## src/include/prefetch_config.svh

```systemverilog
`ifndef PREFETCH_CONFIG_SVH
`define PREFETCH_CONFIG_SVH

// --------------------
// Word and run geometry
// --------------------

`define PF_WIDTH 32   // Bits per data word
`define PF_BBITS 3    // Word-in-block index bits
`define PF_BSIZE 8    // Words per block, 2**PF_BBITS
`define PF_CBITS 2    // Block index bits
`define PF_COUNT 24   // Words per run, whole blocks only

// Master and slave word address, block and word fields together
`define PF_ABITS 5

`endif

```

## src/source/wb_pkg.sv

```systemverilog
`default_nettype none

`include "prefetch_config.svh"

// Field types shared by the master and slave Wishbone ports
package wb_pkg;

   // --------------------
   // Data and address
   // --------------------

   typedef logic [`PF_WIDTH-1:0] wb_dat_t;    // One bus word
   typedef logic [`PF_ABITS-1:0] wb_adr_t;    // Word address, not byte address

   // Byte lanes, one per 8 data bits
   typedef logic [`PF_WIDTH/8-1:0] wb_sel_t;

endpackage

`default_nettype wire

```

## src/source/prefetch_pkg.sv

```systemverilog
`default_nettype none

`include "prefetch_config.svh"

// Prefetch-side indices and the two-way fetch address
package prefetch_pkg;

   // Blocks fetched per run
   localparam int PF_NBLOCKS = `PF_COUNT / `PF_BSIZE;

   typedef logic [`PF_CBITS-1:0] blk_idx_t;   // Block within a run
   typedef logic [`PF_BBITS-1:0] wrd_idx_t;   // Word within a block
   typedef logic [`PF_ABITS-1:0] buf_adr_t;   // Flat buffer slot

   // Block number on top, word below
   typedef struct packed {
      blk_idx_t blk;
      wrd_idx_t wrd;
   } fetch_pair_t;

   // Same bits, seen as a bus pair or as a buffer slot
   typedef union packed {
      fetch_pair_t pair;
      buf_adr_t    flat;
   } fetch_addr_u;

endpackage

// --------------------
// Sequencer to fetch unit
// --------------------
interface fetch_ctl_if;
   import prefetch_pkg::*;

   logic     start;  // One-cycle launch, only while busy is low
   blk_idx_t blk;    // Held for the whole block
   logic     busy;   // Requests or acks still outstanding
   logic     done;   // Block landed

   modport seq   (output start, output blk, input busy, input done);
   modport fetch (input start, input blk, output busy, output done);
endinterface

// --------------------
// Fetch unit to buffer
// --------------------
interface buf_wr_if;
   import prefetch_pkg::*;
   import wb_pkg::*;

   logic        we;   // Write strobe, no handshake
   fetch_addr_u adr;
   wb_dat_t     dat;
   logic        clr;  // Invalidate all words for the slave

   modport src (output we, output adr, output dat, output clr);
   modport dst (input we, input adr, input dat, input clr);
endinterface

`default_nettype wire

```

## src/source/prefetch_sequencer.sv

```systemverilog
`default_nettype none

// Run control, one start per block and a ready pulse at the end
module prefetch_sequencer (
   input  wire      clk_i,
   input  wire      rst_i,
   input  wire      begin_i,  // Start, or abort and restart
   output logic     ready_o,  // Last block stored
   fetch_ctl_if.seq ctl,
   output logic     clr_o     // Buffer invalidate, one cycle
);
   import prefetch_pkg::*;

   localparam blk_idx_t LAST_BLK = blk_idx_t'(PF_NBLOCKS - 1);

   logic pending;  // Run requested, fetch unit not yet free
   logic can_go;

   // A start issued last cycle has not yet raised busy
   assign can_go = !ctl.busy && !ctl.start;

   // --------------------
   // Block counter and launch
   // --------------------
   always_ff @(posedge clk_i) begin
      if (rst_i) begin
         pending   <= 1'b0;
         ctl.start <= 1'b0;
         ctl.blk   <= '0;
         ready_o   <= 1'b0;
         clr_o     <= 1'b0;
      end else begin
         clr_o     <= begin_i;  // Buffer and fetch see it next cycle
         ready_o   <= 1'b0;
         ctl.start <= 1'b0;

         if (begin_i) begin
            // New run wins over anything in progress
            ctl.blk   <= '0;
            ctl.start <= can_go;
            pending   <= !can_go;  // Wait out the aborted block
         end else if (pending) begin
            if (can_go) begin
               ctl.start <= 1'b1;
               pending   <= 1'b0;
            end
         end else if (ctl.done) begin
            if (ctl.blk == LAST_BLK) begin
               ready_o <= 1'b1;  // Whole run buffered
            end else begin
               ctl.blk   <= ctl.blk + 1'b1;
               ctl.start <= 1'b1;  // Next block right away
            end
         end
      end
   end

endmodule

`default_nettype wire

```

## src/source/wb_block_fetch.sv

```systemverilog
`default_nettype none

// Pipelined Wishbone read master, one block per start
module wb_block_fetch (
   input  wire               clk_i,
   input  wire               rst_i,
   fetch_ctl_if.fetch        ctl,
   buf_wr_if.src             wr,
   input  wire               clr_i,   // Run aborted
   output logic              cyc_o,
   output logic              stb_o,
   output logic              we_o,
   input  wire               ack_i,
   input  wire               wat_i,   // Stall
   output wb_pkg::wb_adr_t   adr_o,
   output wb_pkg::wb_sel_t   sel_o,
   input  wire wb_pkg::wb_dat_t dat_i
);
   import prefetch_pkg::*;

   localparam int WB = $bits(wrd_idx_t);

   // Extra top bit marks a full block
   logic [WB:0] req_cnt;   // Requests accepted
   logic [WB:0] ack_cnt;   // Acks received
   logic [WB:0] req_nxt;
   logic [WB:0] ack_nxt;
   logic        abort;     // Draining acks of a dropped run
   logic        stopping;
   logic        req_ok;
   logic        ack_ok;

   fetch_addr_u req_adr;   // Bus side, pair view
   fetch_addr_u ack_adr;   // Buffer side, flat view downstream

   assign we_o  = 1'b0;    // Read-only master
   assign sel_o = '1;      // Whole words

   assign req_ok   = stb_o && !wat_i;
   assign ack_ok   = cyc_o && ack_i;
   assign req_nxt  = req_cnt + {{WB{1'b0}}, req_ok};
   assign ack_nxt  = ack_cnt + {{WB{1'b0}}, ack_ok};
   assign stopping = abort || clr_i;

   // --------------------
   // Addresses
   // --------------------
   always_comb begin
      req_adr.pair.blk = ctl.blk;
      req_adr.pair.wrd = req_cnt[WB-1:0];  // Moves only on acceptance
      ack_adr.pair.blk = ctl.blk;
      ack_adr.pair.wrd = ack_cnt[WB-1:0];  // Acks come back in order
   end

   assign adr_o = req_adr.flat;

   // Returned words go straight to the buffer, same cycle
   assign wr.we  = ack_ok && !stopping;
   assign wr.adr = ack_adr;
   assign wr.dat = dat_i;
   assign wr.clr = clr_i;

   assign ctl.busy = cyc_o;

   // --------------------
   // Bus cycle control
   // --------------------
   always_ff @(posedge clk_i) begin
      if (rst_i) begin
         cyc_o    <= 1'b0;
         stb_o    <= 1'b0;
         abort    <= 1'b0;
         ctl.done <= 1'b0;
         req_cnt  <= '0;
         ack_cnt  <= '0;
      end else begin
         ctl.done <= 1'b0;
         if (!cyc_o) begin
            if (ctl.start) begin
               cyc_o   <= 1'b1;
               stb_o   <= 1'b1;
               abort   <= 1'b0;
               req_cnt <= '0;
               ack_cnt <= '0;
            end
         end else begin
            req_cnt <= req_nxt;
            ack_cnt <= ack_nxt;
            if (stopping) begin
               // No new requests, hold cyc until every ack is in
               abort <= 1'b1;
               stb_o <= 1'b0;
               if (req_nxt == ack_nxt) begin
                  cyc_o <= 1'b0;
                  abort <= 1'b0;  // Idle again, no done
               end
            end else begin
               if (req_nxt[WB])
                  stb_o <= 1'b0;  // All requests of the block accepted
               if (ack_nxt[WB]) begin
                  cyc_o    <= 1'b0;  // Ack counter wrapped
                  ctl.done <= 1'b1;
               end
            end
         end
      end
   end

endmodule

`default_nettype wire

```

## src/source/prefetch_buffer.sv

```systemverilog
`default_nettype none

`include "prefetch_config.svh"

// Word store, written by the fetch unit, read over a Wishbone slave
module prefetch_buffer (
   input  wire                  clk_i,
   input  wire                  rst_i,
   buf_wr_if.dst                wr,
   input  wire                  cyc_i,
   input  wire                  stb_i,
   input  wire                  we_i,
   input  wire wb_pkg::wb_adr_t adr_i,
   output logic                 ack_o,
   output logic                 err_o,
   output wb_pkg::wb_dat_t      dat_o
);
   import wb_pkg::*;

   localparam wb_adr_t TOP_ADR = wb_adr_t'(`PF_COUNT);

   wb_dat_t              mem [`PF_COUNT];  // Dual-port array
   logic [`PF_COUNT-1:0] valid;            // Written since last clear
   wb_dat_t              rd_q;
   logic                 hit_q;            // Word read was valid
   logic                 access;
   logic                 bad;

   // --------------------
   // Write port
   // --------------------
   always_ff @(posedge clk_i) begin
      if (wr.we)
         mem[wr.adr.flat] <= wr.dat;  // Flat view of the fetch address
   end

   always_ff @(posedge clk_i) begin
      if (rst_i || wr.clr) begin
         valid <= '0;  // Old run no longer readable
      end else if (wr.we) begin
         valid[wr.adr.flat] <= 1'b1;
      end
   end

   // --------------------
   // Slave read port
   // --------------------
   assign access = cyc_i && stb_i;
   assign bad    = we_i || (adr_i >= TOP_ADR);  // Read-only, bounded

   always_ff @(posedge clk_i) begin
      if (access && !bad) begin
         rd_q  <= mem[adr_i];
         hit_q <= valid[adr_i];
      end
   end

   // One response per request, one cycle later
   always_ff @(posedge clk_i) begin
      if (rst_i) begin
         ack_o <= 1'b0;
         err_o <= 1'b0;
      end else begin
         ack_o <= access && !bad;
         err_o <= access && bad;
      end
   end

   // Words not yet refetched read as zero
   assign dat_o = hit_q ? rd_q : '0;

endmodule

`default_nettype wire

```

## src/source/wb_prefetch_top.sv

```systemverilog
`default_nettype none

// Block prefetcher, master bus fills the buffer, slave bus drains it
module wb_prefetch_top (
   input  wire                  clk_i,
   input  wire                  rst_i,

   // Control
   input  wire                  begin_i,
   output logic                 ready_o,

   // Prefetch master
   output logic                 a_cyc_o,
   output logic                 a_stb_o,
   output logic                 a_we_o,
   input  wire                  a_ack_i,
   input  wire                  a_wat_i,
   output wb_pkg::wb_adr_t      a_adr_o,
   output wb_pkg::wb_sel_t      a_sel_o,
   input  wire wb_pkg::wb_dat_t a_dat_i,

   // Readout slave
   input  wire                  b_cyc_i,
   input  wire                  b_stb_i,
   input  wire                  b_we_i,
   input  wire wb_pkg::wb_adr_t b_adr_i,
   output logic                 b_ack_o,
   output logic                 b_err_o,
   output wb_pkg::wb_dat_t      b_dat_o
);

   logic clr;  // Run restart, sequencer to fetch unit

   fetch_ctl_if ctl_bus ();
   buf_wr_if    wr_bus ();

   // --------------------
   // Run control
   // --------------------
   prefetch_sequencer i_seq (
      .clk_i   (clk_i),
      .rst_i   (rst_i),
      .begin_i (begin_i),
      .ready_o (ready_o),
      .ctl     (ctl_bus.seq),
      .clr_o   (clr)
   );

   // --------------------
   // Master side
   // --------------------
   wb_block_fetch i_fetch (
      .clk_i (clk_i),
      .rst_i (rst_i),
      .ctl   (ctl_bus.fetch),
      .wr    (wr_bus.src),
      .clr_i (clr),
      .cyc_o (a_cyc_o),
      .stb_o (a_stb_o),
      .we_o  (a_we_o),
      .ack_i (a_ack_i),
      .wat_i (a_wat_i),
      .adr_o (a_adr_o),
      .sel_o (a_sel_o),
      .dat_i (a_dat_i)
   );

   // --------------------
   // Buffer and slave side
   // --------------------
   prefetch_buffer i_buf (
      .clk_i (clk_i),
      .rst_i (rst_i),
      .wr    (wr_bus.dst),
      .cyc_i (b_cyc_i),
      .stb_i (b_stb_i),
      .we_i  (b_we_i),
      .adr_i (b_adr_i),
      .ack_o (b_ack_o),
      .err_o (b_err_o),
      .dat_o (b_dat_o)
   );

endmodule

`default_nettype wire

```

## config.mk

```make
export PLATFORM = sky130hd
export DESIGN_NAME = wb_prefetch_top
export DESIGN_NICKNAME = d
export VERILOG_FILES = /design/src/source/wb_pkg.sv /design/src/source/prefetch_pkg.sv /design/src/source/prefetch_sequencer.sv /design/src/source/wb_block_fetch.sv /design/src/source/prefetch_buffer.sv /design/src/source/wb_prefetch_top.sv
export VERILOG_INCLUDE_DIRS = /design/src /design/src/include
export SDC_FILE = /design/constraint.sdc
export NUM_CORES = 1
export LEC_CHECK = 0
export CORE_ASPECT_RATIO = 1.4
export CORE_MARGIN = 4
export CORE_UTILIZATION = 30
export DETAILED_ROUTE_END_ITERATION = 10
export DONT_BUFFER_PORTS = 1
export GPL_ROUTABILITY_DRIVEN = 0
export SLEW_MARGIN = 0
export SYNTH_ARGS = -nofsm -noshare
export SYNTH_HDL_FRONTEND = slang
export SYNTH_SLANG_ARGS = --single-unit
```

## constraint.sdc

```tcl
create_clock -name clk_i -period 3.45 [get_ports clk_i]
set_input_delay 0.345 -clock clk_i [delete_from_list [all_inputs] [get_ports clk_i]]
set_output_delay 0.345 -clock clk_i [all_outputs]
set_load 0.03 [all_outputs]
```

# --- After elaboration in Yosys (flattened, before gate mapping) ---
# Memories as Yosys holds them, arrays and structs flattened. A register that Yosys moved wholly into a read port is not among the register bits.
# Cells that the tools add are included.
totals:
  out_inout_bits: 47
  ram_bits: 768
  register_bits: 45
  n_memories: 1
  input_bits: 45
mem_list:
  columns: ["name", "words", "word_bits", "rd", "rd_clocked_by_memory_dff", "write_ports", "line", "rtl"]
  rows:
  - ["i_buf.mem", 24, 32, 1, 1, 1, "prefetch_buffer.sv:22", "wb_dat_t mem [`PF_COUNT];"]
op_classes:
  reduce_logical: 24
  mux: 32
  n_addsub: 3
  magnitude_cmp: 4
  n_bitwise: 5
  eq_ne: 4
ops:
  columns: ["cell", "count"]
  rows:
  - ["$mux 32", 1]
  - ["$mux 1", 26]
  - ["$or 24x24->24", 1]
  - ["$lt 5x6->1 const B", 2]
  - ["$mux 4", 3]
  - ["$add 4x1->4", 2]
  - ["$logic_and 1x1->1", 8]
  - ["$logic_not 1->1", 6]
  - ["$bmux 1 s5", 1]
  - ["$demux 1 s5", 1]
  - ["$ge 5x1->1 const B", 1]
  - ["$ge 5x5->1 const B", 1]
  - ["$eq 4x4->1", 1]
  - ["$not 1->1", 4]
  - ["$reduce_and 2->1", 2]
  - ["$reduce_or 4->1", 1]
  - ["$logic_or 1x1->1", 3]
  - ["$ne 3x3->1 const B", 1]
  - ["$reduce_and 3->1", 1]
  - ["$reduce_or 3->1", 1]
  - ["$add 2x1->2 const B", 1]
  - ["$eq 2x2->1 const B", 1]
  - ["$ne 2x2->1 const B", 1]
  - ["$reduce_bool 2->1", 1]
  - ["$reduce_or 2->1", 1]

# --- Logic depth before layout (Yosys ltp) ---
depth:
  ltp_word: 7
  depth_mapped: 8

# --- Modules after synthesis ---
# Synthesis repeated with hierarchy kept, for this count alone.
hier_totals:
  cells_unflattened: 1769
  hier_area_um2: 33174.3
modules_own_cells:
  columns: ["module", "area_per_inst_um2", "seq_area_each_um2", "cells_each", "n_inst"]
  rows:
  - ["prefetch_buffer", 31885.6, 24573.6, 1622, 1]
  - ["wb_block_fetch", 1054.8, 240.2, 126, 1]
  - ["prefetch_sequencer", 234.0, 120.1, 21, 1]

# --- Worst setup path after synthesis ---
# Ideal clock, no wire load.
synth_path:
  path_type: "register to register"
  startpoint: "reg i_fetch.cyc_o, in the netlist i_fetch.ctl.busy"
  endpoint: "mem i_buf.mem[14][0] (netlist bit) (enable)"
  synth_period_minus_slack_ns: 2.920
  stages_incl_launch_ff: 5
  arrival_ns: 2.498
  setup_ns: 0.423
  path_slack_ns: 0.530
  cell_sequence: "dfxtp_1 -> and2_1 -> buf_2 -> nand4b_1 -> nor2_1"
synth_via:
  elab_chain_len: 4
synth_rtl:
  columns: ["element", "line", "rtl"]
  rows:
  - ["start: declaration", "wb_block_fetch.sv:10", "output logic cyc_o,"]
  - ["start signal: assignment", "wb_block_fetch.sv:70", "cyc_o <= 1'b0;"]
  - ["start signal: assignment", "wb_block_fetch.sv:80", "cyc_o <= 1'b1;"]
  - ["start signal: assignment", "wb_block_fetch.sv:94", "cyc_o <= 1'b0;"]
  - ["$logic_and 1x1->1", "wb_block_fetch.sv:40", "assign ack_ok = cyc_o && ack_i;"]
  - ["$logic_and 1x1->1", "wb_block_fetch.sv:58", "assign wr.we = ack_ok && !stopping;"]
  - ["$mux 1", "prefetch_buffer.sv:33", "if (wr.we)"]
  - ["$mux 1 (not written as such)", "prefetch_buffer.sv:34", "mem[wr.adr.flat] <= wr.dat;"]
  - ["end: declaration", "prefetch_buffer.sv:22", null]
# Every way passes these cells.

# --- Worst setup path in the final report ---
layout_path:
  startpoint: "reg i_fetch.abort"
  endpoint: "mem i_buf.mem[10][19] (netlist bit) (enable)"
layout_via:
  elab_chain_len: 5
layout_rtl:
  columns: ["element", "line", "rtl"]
  rows:
  - ["start: declaration", "wb_block_fetch.sv:28", "logic abort;"]
  - ["start signal: assignment", "wb_block_fetch.sv:72", "abort <= 1'b0;"]
  - ["start signal: assignment", "wb_block_fetch.sv:82", "abort <= 1'b0;"]
  - ["start signal: assignment", "wb_block_fetch.sv:91", "abort <= 1'b1;"]
  - ["$logic_or 1x1->1", "wb_block_fetch.sv:43", "assign stopping = abort || clr_i;"]
  - ["$logic_not 1->1", "wb_block_fetch.sv:58", null]
  - ["$logic_and 1x1->1", "wb_block_fetch.sv:58", null]
  - ["$mux 1", "prefetch_buffer.sv:33", null]
  - ["$mux 1 (not written as such)", "prefetch_buffer.sv:34", null]
# Every way passes these cells.

==> results.md <==
- Outcome: finished clean
- H-tree levels: 3
- Worst EP arrival: 2920 ps
- Die area: roughly 110000 µm²
- Primary FF master, synth: edfxtp_1
- I/O Buffers: 0
- Clk_skew: 21.3 ps
- Maxcap violations: 0
- Number of flops mapped to enable cells by yosys: 801
- RSZ-0062 raised after global routing: no
- CTS sink count: approximately 850
- Die Ht: roughly 400 µm
- Worst Tran Pin Value: 1050 ps
- Initial antenna violation count: 10
- Post-Syn Area: 32700 µm²
- Largest net degree at the start of global routing: 235
- Power Total: 0.0201 W
- Hold Crit Class: in -> reg
- Setup ws final: about 860 ps
- Initial DRC count: 1321
- Synthesized area per cell: 18.9 µm²
- Req. time, crit path: 3780 ps
- Synth area leaders: edfxtp_1 (73%), mux4_2 (6.8%), mux2i_1 (6.0%)
- Synth-to-Final Area Change: 14.2%
- Hold Fails Final Rpt: 0
- Nets: 1845
- Final setup TNS: 0 ps
- Global route overflow: 0
- Post-DP HPWL: 44700 µm
- Flop and latch count out of synthesis: 845
- Critical-path cell list: nor2_1, nand4b_1, nor2_4, buf_12
- CP endpoint kind: flop
- Vias in the first global route: 16.7k
- Global-route wire length before repair: around 120000 µm
- Via-per-instance ratio: 4.88
- Clock Latency Late Sink: approximately 640 ps
- Pre-CTS setup slack: 847 ps
- Num CTS Buffers: 71
- Period utilization: 75.1%
- Post-synth ARST share: 0%
- Synth warn: 0
- CP max FO: 23
- CORE AREA: 108000 µm²
- Critical path's slowest cell: nor2_4
- Fin cells: 3296
- Layout cells sized above 1: between 10% and 20%
- F_max: 386 MHz
- Total global-route track usage: 13.7%
- Register area share after synthesis: 76.2%
- Peak supply drop: around 0.00031 V
- Clock Tree Root: clkbuf_16
- Synth area leader: edfxtp_1
- Final Critical Period: 2590 ps
- Mapped Cells: ~1.7k
- Top-level I/O count: 92
- WS Path Type: reg -> reg
- Wire per inst: 24.0 µm
- CP max stage delay: 670 ps
- CTS tree: built
- Antenna-violating nets left: 0
- DRT Wirelength: 78900 µm
- Vias: about 16k
- Share of the synthesized area in the top cell type: 73.5%
- Unique masters post-synth: 43
- DRC viols: 0
- Initial Util: 30.2%
- Startpoint Class: flop
- Die W: 287 µm
- Worst rel slew slack: 29.6%
- # placed instances: 3128
- Endpoints failing setup: 0
- Pwr/cell area: about 540 nW/µm²
- Final Max Tran Viols: 0
- Most frequent cells in the layout: edfxtp_1 (801), mux2i_1 (195), nand2_1 (101)
- Clock slew at reported path FFs: 70 ps
- Most common cell after layout, fill and taps aside: edfxtp_1
- Leak: 12.0 nW
- # rows: 143
- Bufs on Longest Clock Path: 3
- TritonRoute pass-1 iters: 5
- Post-cts resize count: 0
-- critical path: cells and delay by family (launching register included) --
kind | cells | cell delay, ps
simple gates | 3 | 1650
flops | 1 | 330
buf+inv | 1 | 270
-- path summary, 6_finish.rpt --
path | to | start | cells after the start | slack, ps
setup reg to reg | i_buf.mem[10][19] | i_fetch.abort | 4 | 860
setup / recovery | i_buf.mem[10][19] | i_fetch.abort | 4 | 860
hold reg to reg | i_buf.valid[22] | i_buf.valid[22] | 1 | 470
hold / removal | i_buf.rd_q[0] | b_adr_i[4] | 2 | 20
-- synth_stat cells, types with 28 or more instances --
cell type and n:
edfxtp_1 801, mux2_2 35, mux4_2 99, a22oi_1 32
dfxtp_1 44, and2_1 35, clkbuf_1 41, buf_2 32
a221oi_1 33, nand3_1 37, nand2_1 101, o21ai_1 28
mux2i_1 195, nor2_1 31, nand4_1 33
-- logic make-up after synthesis --
| logic type | Yosys count | synth area share [%] |
|---|---|---|
| buffers and inverters | 114 | 1.82 |
| adders and majority gates | 7 | 0.268 |
| xor gates and xnor gates | 9 | 0.241 |
| other | 2 | 0.0229 |
| AOI/OAI and AO/OA | 146 | 3.13 |
| muxes | 329 | 14.0 |
| DFF | 845 | 76.2 |
| and+or+nand+nor | 281 | 4.37 |
-- per-stage QoR --
stage	hold slack, ps	utilization, %	instance area [µm²]
after floorplan	422	-	32700
final	24.3	34.5	37400
after global placement	421	32.0	34600
after CTS	2.15	34.5	37400
after detailed placement	422	32.0	34600
after global routing	14.8	34.5	37400
-- sequential cells by signal (all words and copies together) (netlist names), 2 cells and up --
signal and cells:
i_buf.valid 24, i_buf.mem 768, i_fetch.req_cnt 4, i_buf.rd_q 32, i_fetch.ack_cnt 4, i_seq.ctl.blk 2
-- power by group --
group | internal (W) | total (W) | switching, W
registers | 0.0112 | 0.0113 | 0.0000174
clock network | 0.00449 | 0.00807 | 0.00357
logic | 0.000316 | 0.000776 | 0.000460
-- timing repair --
item                                   CTS  global route
hold buffers                            41             1
buffers inserted                         0             0
endpoints found under the hold margin  810             1
-- metal layers --
metal	vias to the layer above	share of wire (%)	wire (µm)	track usage, %
met2	447	53	42000	25.1
met4	6	2.6	2050	4.21
met3	119	4.8	3780	2.25
met5	-	0.043	34	0
met1	8496	39	31000	16.5
li1	7015	-	-	-
-- layout make-up --
cell class | instances | area, µm²
fill | 10200 | 71000
sequential | 845 | 24900
multi-input combinational | 777 | 7390
clock buffer | 89 | 1920
tap | 1450 | 1810
timing repair buffer | 94 | 921
clock inverter | 35 | 380
inverter | 4 | 15.0
antenna | 2 | 5.00
No activity file was read; power rests on OpenSTA's default activity.
